File: config.mk
export PLATFORM = sky130hd
export DESIGN_NAME = net_interface
export DESIGN_NICKNAME = d
export VERILOG_FILES = /design/src/source/gpu_pkg.sv /design/src/source/net_interface.sv
export SDC_FILE = /design/constraint.sdc
export NUM_CORES = 1
export LEC_CHECK = 0
export ABC_AREA = 1
export ABC_CLOCK_PERIOD_IN_PS = 2700
export BUFFER_PORTS_ARGS = -buffer_cell sky130_fd_sc_hd__buf_2
export CELL_PAD_IN_SITES_DETAIL_PLACEMENT = 1
export CELL_PAD_IN_SITES_GLOBAL_PLACEMENT = 1
export CORE_MARGIN = 5
export CORE_UTILIZATION = 44
export CTS_BUF_LIST = sky130_fd_sc_hd__clkbuf_4 sky130_fd_sc_hd__clkbuf_8
export CTS_CLUSTER_SIZE = 25
export DETAILED_ROUTE_END_ITERATION = 7
export GPL_ROUTABILITY_DRIVEN = 1
export GPL_TIMING_DRIVEN = 1
export PLACE_DENSITY_LB_ADDON = 0.05
export SYNTH_ARGS = -nofsm -noshare
export SYNTH_HDL_FRONTEND = slang
export SYNTH_SLANG_ARGS = --single-unit
File: constraint.sdc
create_clock -name ACLK -period 2.7 [get_ports ACLK]
set_input_delay 0.54 -clock ACLK [delete_from_list [all_inputs] [get_ports ACLK]]
set_output_delay 0.54 -clock ACLK [all_outputs]
set_load 0.02 [all_outputs]
File: src/source/gpu_pkg.sv
`default_nettype none

package gpu_pkg;

    // Bus and network widths
    typedef logic [31:0] addr_t;
    typedef logic [63:0] data_t;
    typedef logic [7:0]  strb_t;
    typedef logic [3:0]  axi_id_t;
    typedef logic [1:0]  resp_t;
    typedef logic [5:0]  node_id_t;
    typedef logic [9:0]  payload_t;
    typedef logic [9:0]  word_index_t;

    localparam resp_t RESP_OKAY   = 2'b00;
    localparam resp_t RESP_SLVERR = 2'b10;
    localparam resp_t RESP_DECERR = 2'b11;

    localparam int MEM_WORDS = 1024;

    // Memory sits below the register block
    localparam addr_t MEM_LIMIT  = 32'h2000;
    localparam addr_t REG_TX     = 32'h2000;
    localparam addr_t REG_RX     = 32'h2008;
    localparam addr_t REG_STATUS = 32'h2010;

    localparam int RXQ_DEPTH = 4;
    localparam int RXQ_PTR_W = 2;

    // Destination travels in the upper six bits
    typedef struct packed {
        node_id_t dest;
        payload_t payload;
    } flit_t;

    typedef struct packed {
        axi_id_t    id;
        addr_t      addr;
        logic [7:0] len;
        logic [2:0] size;
        logic [1:0] burst;
    } axi_aw_t;

    typedef struct packed {
        axi_id_t    id;
        addr_t      addr;
        logic [7:0] len;
        logic [2:0] size;
        logic [1:0] burst;
    } axi_ar_t;

    typedef struct packed {
        data_t data;
        strb_t strb;
        logic  last;
    } axi_w_t;

    typedef struct packed {
        axi_id_t id;
        resp_t   resp;
    } axi_b_t;

    typedef struct packed {
        axi_id_t id;
        data_t   data;
        resp_t   resp;
        logic    last;
    } axi_r_t;

    typedef struct packed {
        logic        we;
        word_index_t index;
        data_t       wdata;
        strb_t       strb;
    } mem_req_t;

    typedef struct packed {
        logic  tx_write;
        logic  rx_pop;
        flit_t tx_flit;
    } reg_req_t;

    typedef struct packed {
        flit_t      rx_head;
        logic       rx_valid;
        logic [2:0] rx_count;
        logic       tx_busy;
        logic [7:0] drop_count;
    } reg_status_t;

    typedef enum logic [2:0] {
        S_INIT,
        S_IDLE,
        S_WDATA,
        S_WRESP,
        S_RACCESS,
        S_RWAIT,
        S_RRESP
    } slave_state_t;

endpackage

`default_nettype wire
File: src/source/net_interface.sv
`timescale 1ns/1ps
`default_nettype none

module net_interface #(
    parameter gpu_pkg::node_id_t node_id = 6'd23
) (
    input  logic                 ACLK,
    input  logic                 ARESETn,
    input  gpu_pkg::reg_req_t    reg_req,
    output gpu_pkg::reg_status_t reg_status,
    output gpu_pkg::flit_t       net_tx,
    output logic                 net_valid_out,
    input  logic                 net_ready_in,
    input  gpu_pkg::flit_t       net_rx,
    input  logic                 net_valid_in,
    output logic                 net_ready_out
);

    gpu_pkg::flit_t                 tx_flit_q;
    logic                           tx_busy;
    gpu_pkg::flit_t                 rxq [gpu_pkg::RXQ_DEPTH];
    logic [gpu_pkg::RXQ_PTR_W-1:0]  wr_ptr;
    logic [gpu_pkg::RXQ_PTR_W-1:0]  rd_ptr;
    logic [gpu_pkg::RXQ_PTR_W:0]    rx_count;
    logic [7:0]                     drop_count;
    logic                           rx_accept;
    logic                           rx_push;
    logic                           rx_pop;

    // Transmit holding register
    always_ff @(posedge ACLK or negedge ARESETn) begin
        if (!ARESETn) begin
            tx_busy <= 1'b0;
        end else if (reg_req.tx_write) begin
            tx_busy <= 1'b1;
        end else if (tx_busy && net_ready_in) begin
            tx_busy <= 1'b0;
        end
    end

    always_ff @(posedge ACLK) begin
        if (reg_req.tx_write) begin
            tx_flit_q <= reg_req.tx_flit;
        end
    end

    assign net_tx        = tx_flit_q;
    assign net_valid_out = tx_busy;

    // Receive side accepts everything while there is room
    assign net_ready_out = rx_count != gpu_pkg::RXQ_DEPTH;
    assign rx_accept     = net_valid_in && net_ready_out;
    assign rx_push       = rx_accept && (net_rx.dest == node_id);
    assign rx_pop        = reg_req.rx_pop && (rx_count != '0);

    always_ff @(posedge ACLK or negedge ARESETn) begin
        if (!ARESETn) begin
            wr_ptr     <= '0;
            rd_ptr     <= '0;
            rx_count   <= '0;
            drop_count <= '0;
        end else begin
            if (rx_push) wr_ptr <= wr_ptr + 1'b1;
            if (rx_pop)  rd_ptr <= rd_ptr + 1'b1;
            case ({rx_push, rx_pop})
                2'b10:   rx_count <= rx_count + 1'b1;
                2'b01:   rx_count <= rx_count - 1'b1;
                default: rx_count <= rx_count;
            endcase
            // Foreign flits are consumed and counted with a wrap at 255
            if (rx_accept && !rx_push) begin
                drop_count <= drop_count + 1'b1;
            end
        end
    end

    always_ff @(posedge ACLK) begin
        if (rx_push) begin
            rxq[wr_ptr] <= net_rx;
        end
    end

    assign reg_status.rx_head    = rxq[rd_ptr];
    assign reg_status.rx_valid   = rx_count != '0;
    assign reg_status.rx_count   = rx_count;
    assign reg_status.tx_busy    = tx_busy;
    assign reg_status.drop_count = drop_count;

endmodule

`default_nettype wire

Word level (Yosys, flattened, before mapping)
Memories as Yosys holds them, arrays and structs flattened.
Index checks and enable logic that the tools add are counted.
{ "word_totals": {"ff_bits": 32, "latchBits": 0, "mem_bits_rw": 64, "romBits": 0, "inputBits": 38, "out_inout_bits": 47, "word_cells": 31, "n_memories": 1} }
{ "memory_table": {"columns": ["name", "words", "width", "rd", "rd_clocked_by_memory_dff", "wr", "line", "rtl"], "rows": [
  ["rxq", 4, 16, 1, 0, 1, "net_interface.sv:21", "gpu_pkg::flit_t rxq [gpu_pkg::RXQ_DEPTH];"]
]} }
{ "classes": {"addsub": 5, "n_mul": 0, "div_mod_pow": 0, "magnitude_cmp": 0, "eq_ne": 4, "n_shift": 0, "n_mux": 5, "n_bitwise": 0, "reduce_logical": 9} }
{ "ops": {"columns": ["cell", "count"], "rows": [
  ["$add A8 B1 Y8 const B", 1],
  ["$eq A6 B5 Y1 const B", 1],
  ["$pmux W3 S2", 1],
  ["$logic_and A1 B1 Y1", 5],
  ["$add A2 B1 Y2 const B", 2],
  ["$mux W1", 4],
  ["$reduce_bool A2 Y1", 2],
  ["$add A3 B1 Y3 const B", 1],
  ["$ne A3 B3 Y1 const B", 1],
  ["$reduce_bool A3 Y1", 1],
  ["$sub A3 B1 Y3 const B", 1],
  ["$eq A2 B1 Y1 const B", 1],
  ["$eq A2 B2 Y1 const B", 1],
  ["$logic_not A1 Y1", 1]
]} }

Depth between registers and ports, before layout
{ "logic_depth": {"ltp_word": 5, "ltp_mapped": 11, "depth_no_buf": 11} }

Least setup slack after synthesis
OpenSTA, ideal clock, no wires.
{ "synth_path": {"path_type": "reg-to-reg", "from": "reg rx_count[0] (netlist name)", "to": "reg rx_count[2] (netlist name)", "setup_time_ns": 0.079, "arrival_time_ns": 2.093, "t_required_ns": 2.621, "setup_slack_ns": 0.527, "stages_incl_launch_ff": 12, "n_path_buf": 0, "period_less_slack_ns": 2.173, "path_cell_list": "dfrtp_1 > nor2_2 > nand2_2 > nand2_4 > nor2_4 > inv_4 > ha_1 > inv_1 > fa_1 > or2_2 > nand2_1 > xor2_1"} }
{ "synth_between": {"elab_chain_len": 5, "word_cells_on_any_way": 11, "classes_between": "add/sub (2); eq/ne (3); mux (1); reduce/logical (5)"} }
{ "synth_lines": {"columns": ["item", "line", "rtl"], "rows": [
  ["start: declaration", "net_interface.sv:24", "logic [gpu_pkg::RXQ_PTR_W:0] rx_count;"],
  ["start signal: assignment", "net_interface.sv:66", "2'b10: rx_count <= rx_count + 1'b1;"],
  ["start signal: assignment", "net_interface.sv:67", "2'b01: rx_count <= rx_count - 1'b1;"],
  ["start signal: assignment", "net_interface.sv:68", "default: rx_count <= rx_count;"],
  ["$ne A3 B3 Y1 (*)", "net_interface.sv:51", "assign net_ready_out = rx_count != gpu_pkg::RXQ_DEPTH;"],
  ["net net_ready_out", "net_interface.sv:16", "output logic net_ready_out"],
  ["$logic_and A1 B1 Y1 (*)", "net_interface.sv:52", "assign rx_accept = net_valid_in && net_ready_out;"],
  ["$logic_and A1 B1 Y1 (*)", "net_interface.sv:53", "assign rx_push = rx_accept && (net_rx.dest == node_id);"],
  ["$eq A2 B1 Y1 or $eq A2 B2 Y1 (tied branches)", "net_interface.sv:65", "case ({rx_push, rx_pop})"],
  ["$pmux W3 S2 or $reduce_bool A2 Y1 (tied branches)", null, null]
]} }
The timed path passes the listed nets; every way through them passes the cells marked *.
A chain may end at the register's enable or synchronous reset.

==> impl_metrics.json <==
{
  "status": "complete, no violations",
  "layout_common_cells": "buf_2 (84), edfxtp_1 (80), nand2_1 (45)",
  "fmax_mhz": 431.9,
  "core_area_sq_um": 8593,
  "pwr-share-comb_pct": 35.2,
  "cts_resized": 0,
  "initial_utilization_pct": 44.37,
  "clock_sinks": 96,
  "postRouteWirelength_um": 8092,
  "grt_use_total_pct": 16.58,
  "yosys.area_share.simple_pct": 10.90,
  "vias": 2468,
  "cp.depth": 4,
  "grt_first_pass_wirelength_um": 13120,
  "slowest_stage": "inv_1",
  "synth_compound_area_share_pct": 8.238,
  "cts-root-buf": "clkbuf_8",
  "gp_congestion": 0.7417,
  "grt_pass1_vias": 2648,
  "net-switching-power_w": 0.001659,
  "critPathMaxFanout": 17,
  "yosys_warnings": 0,
  "power_w": 0.004215,
  "cts_setup_buffers": 0,
  "seqPwrFrac_pct": 43.1,
  "wl_per_cell_um": 16.02,
  "crit_arrival_ps": 1780,
  "synth_cells": 296,
  "synth_xor_area_share_pct": 1.378,
  "syn2layout_area_growth_pct": 20.51,
  "syn_avg_cell_area_sq_um": 12.88,
  "slew_headroom_pct": 60.05,
  "dieArea_sq_um": 10630,
  "fin_nets": 437,
  "cp-end-kind": "primary output",
  "ys_ff_latch": 96,
  "synthMuxAreaShare_pct": 0,
  "max_stage_delay_ps": 450,
  "synth_top_family_by_area": "simple AND/OR/NAND/NOR gates",
  "cap_violations": 0,
  "die_x_um": 103.1,
  "dr.pass1.iters": 4,
  "ios": 85,
  "final.period_utilization_pct": 85.76,
  "path_buf_inv": 2,
  "worstHoldPathType": "in -> async",
  "hold_violations": 0,
  "syn_area_sq_um": 3812,
  "setup.worst_path.class": "reg -> out",
  "final_common_cell": "buf_2",
  "grt_antenna_before_repair": 0,
  "clockBufferDepth": 2,
  "rr_worst_depth": 11,
  "postRouteAntennaNets": 0,
  "path_clk_slew_ps": 100,
  "via_per_inst": 4.887,
  "htreeDepth": 3,
  "ys_types": 25,
  "rows": 34,
  "setup_viol": 0,
  "rsz0062_at_grt": "false",
  "setup_tns_ps": 0,
  "tightest_slew_ps": 598.4,
  "clk_latency_ps": 370,
  "powerDensity_nw_per_um2": 917.4,
  "die_h_um": 103.1,
  "p_leak_nw": 1.853,
  "cts_hold_buf": 0,
  "vdd_drop_max_mv": 0.3757,
  "finClkSkew_ps": 10.46,
  "worstPathRequired_ps": 2160,
  "gr-total-overflow": 0,
  "fin_hold_ws_ps": 77.94,
  "synth_nets": 341,
  "antenna_cells": 0,
  "dp_hpwl_um": 5608,
  "start_kind": "flip-flop",
  "cp_top_family": "buffers and inverters",
  "synth_fa_ha_area_share_pct": 2.494,
  "io_buffer_count": 84,
  "fin_crit_ps": 2315,
  "cts-buffers-inserted": 9,
  "cts_tree": "built",
  "drive_above_1_share_pct": 30.73,
  "pwr-share-clk_pct": 21.7,
  "grt_max_degree": 35,
  "slew_viol_final": 0,
  "drc_errors": 0,
  "path_cells": "inv_1, o21ai_0, o22ai_1, buf_2",
  "drt_iter0_drc": 39,
  "yosysSeqAreaShare_pct": 73.51,
  "p_int_w": 0.002556,
  "switching_share_pct": 39.36
}
cell families after synthesis:
| group | Yosys count |
|---|---|
| adder cells (fa/ha/maj) | 7 |
| buffers and inverters | 31 |
| AND/OR/NAND/NOR | 99 |
| AO/OA/AOI/OAI | 57 |
| XOR/XNOR | 6 |
| flip-flops | 96 |
routing by layer:
layer / global-route usage [%] / vias up / wire length, um
met4: 5.080 / 0 / 104
met2: 28.22 / 58 / 4012
met3: 5.819 / 10 / 499
met1: 19.83 / 1181 / 3476
met5: 0 / - / 0
li1: - / 1219 / -
synth_stat cells:
cell type   n  area (sq um)
a21boi_2    1         11.26
a21oi_1     1         5.000
buf_2       8         40.04
buf_4       1         7.510
dfrtp_1    16         400.4
edfxtp_1   80          2402
fa_1        1         20.02
ha_1        6         75.07
inv_1      20         75.07
inv_2       1         3.750
inv_4       1         6.260
nand2_1    45         168.9
nand2_2     2         12.51
nand2_4     1         11.26
nand3_1     5         25.02
nor2_1     40         150.1
nor2_2      3         18.77
nor2_4      2         22.52
o21ai_0    26         130.1
o21ai_1    12         60.06
o21bai_1    1         7.510
o22ai_1    16         100.1
or2_2       1         6.260
xnor2_1     4         35.03
xor2_1      2         17.52
stage by stage:
stage	cells	setup WS [ps]	utilization (%)	cell area, sq um
2_1_floorplan	296	527.5	-	3812
3_3_place_gp	489	464.5	51.15	4395
3_5_place_dp	489	400.9	51.15	4395
4_1_cts	505	337.0	53.47	4594
5_1_grt	505	178.7	53.47	4594
6_report	505	384.5	53.47	4594
area by class of cell:
class | count | area, sq um
tap | 108 | 135.1
inverter | 22 | 85.08
fill | 941 | 3999
clock inverter | 7 | 75.07
timing repair buffer | 94 | 495.5
clock buffer | 9 | 123.9
sequential | 96 | 2803
multi-input combinational | 169 | 877.1
power by group through the flow:
stage | registers, W | clock network, W | logic [W]
after floorplan | 0.00194 | 0 | 0.000919
after global placement | 0.00185 | 0 | 0.00149
after detailed placement | 0.00185 | 0 | 0.00152
after CTS | 0.00182 | 0.000946 | 0.00152
after global routing | 0.00183 | 0.00102 | 0.00168
final | 0.00182 | 0.000916 | 0.00148
worst paths after layout:
| kind | slack (ps) | endpoint | start |
|---|---|---|---|
| setup / recovery | 380 | reg_status[28] | rd_ptr[1]$_DFFE_PN0P_ |
| setup reg to reg | 530 | rx_count[2]$_DFFE_PN0P_ | rx_count[0]$_DFFE_PN0P_ |
| hold / removal | 80 | drop_count[7]$_DFFE_PN0P_ | ARESETn |
| max in group asynchronous | 2340 | wr_ptr[1]$_DFFE_PN0P_ | ARESETn |
| min in group ACLK | 330 | net_tx[4]$_DFFE_PP_ | reg_req[4] |
| hold reg to reg | 530 | net_valid_out$_DFFE_PN0P_ | net_valid_out$_DFFE_PN0P_ |
worst reg2reg max path: stages, from the launching register on:
cell,delay [ps]
dfrtp_1,440
nor2_2,200
nand2_2,90
nand2_4,100
nor2_4,60
inv_4,90
ha_1,140
inv_1,70
fa_1,380
or2_2,300
nand2_1,80
xor2_1,140
sequential cells by signal (all words and copies together) (netlist names):
register and flops:
drop_count 8, net_tx 16, net_valid_out 1, rd_ptr 2, rx_count 3, rxq 64
wr_ptr 2
Power figures use the tool's default switching activity.
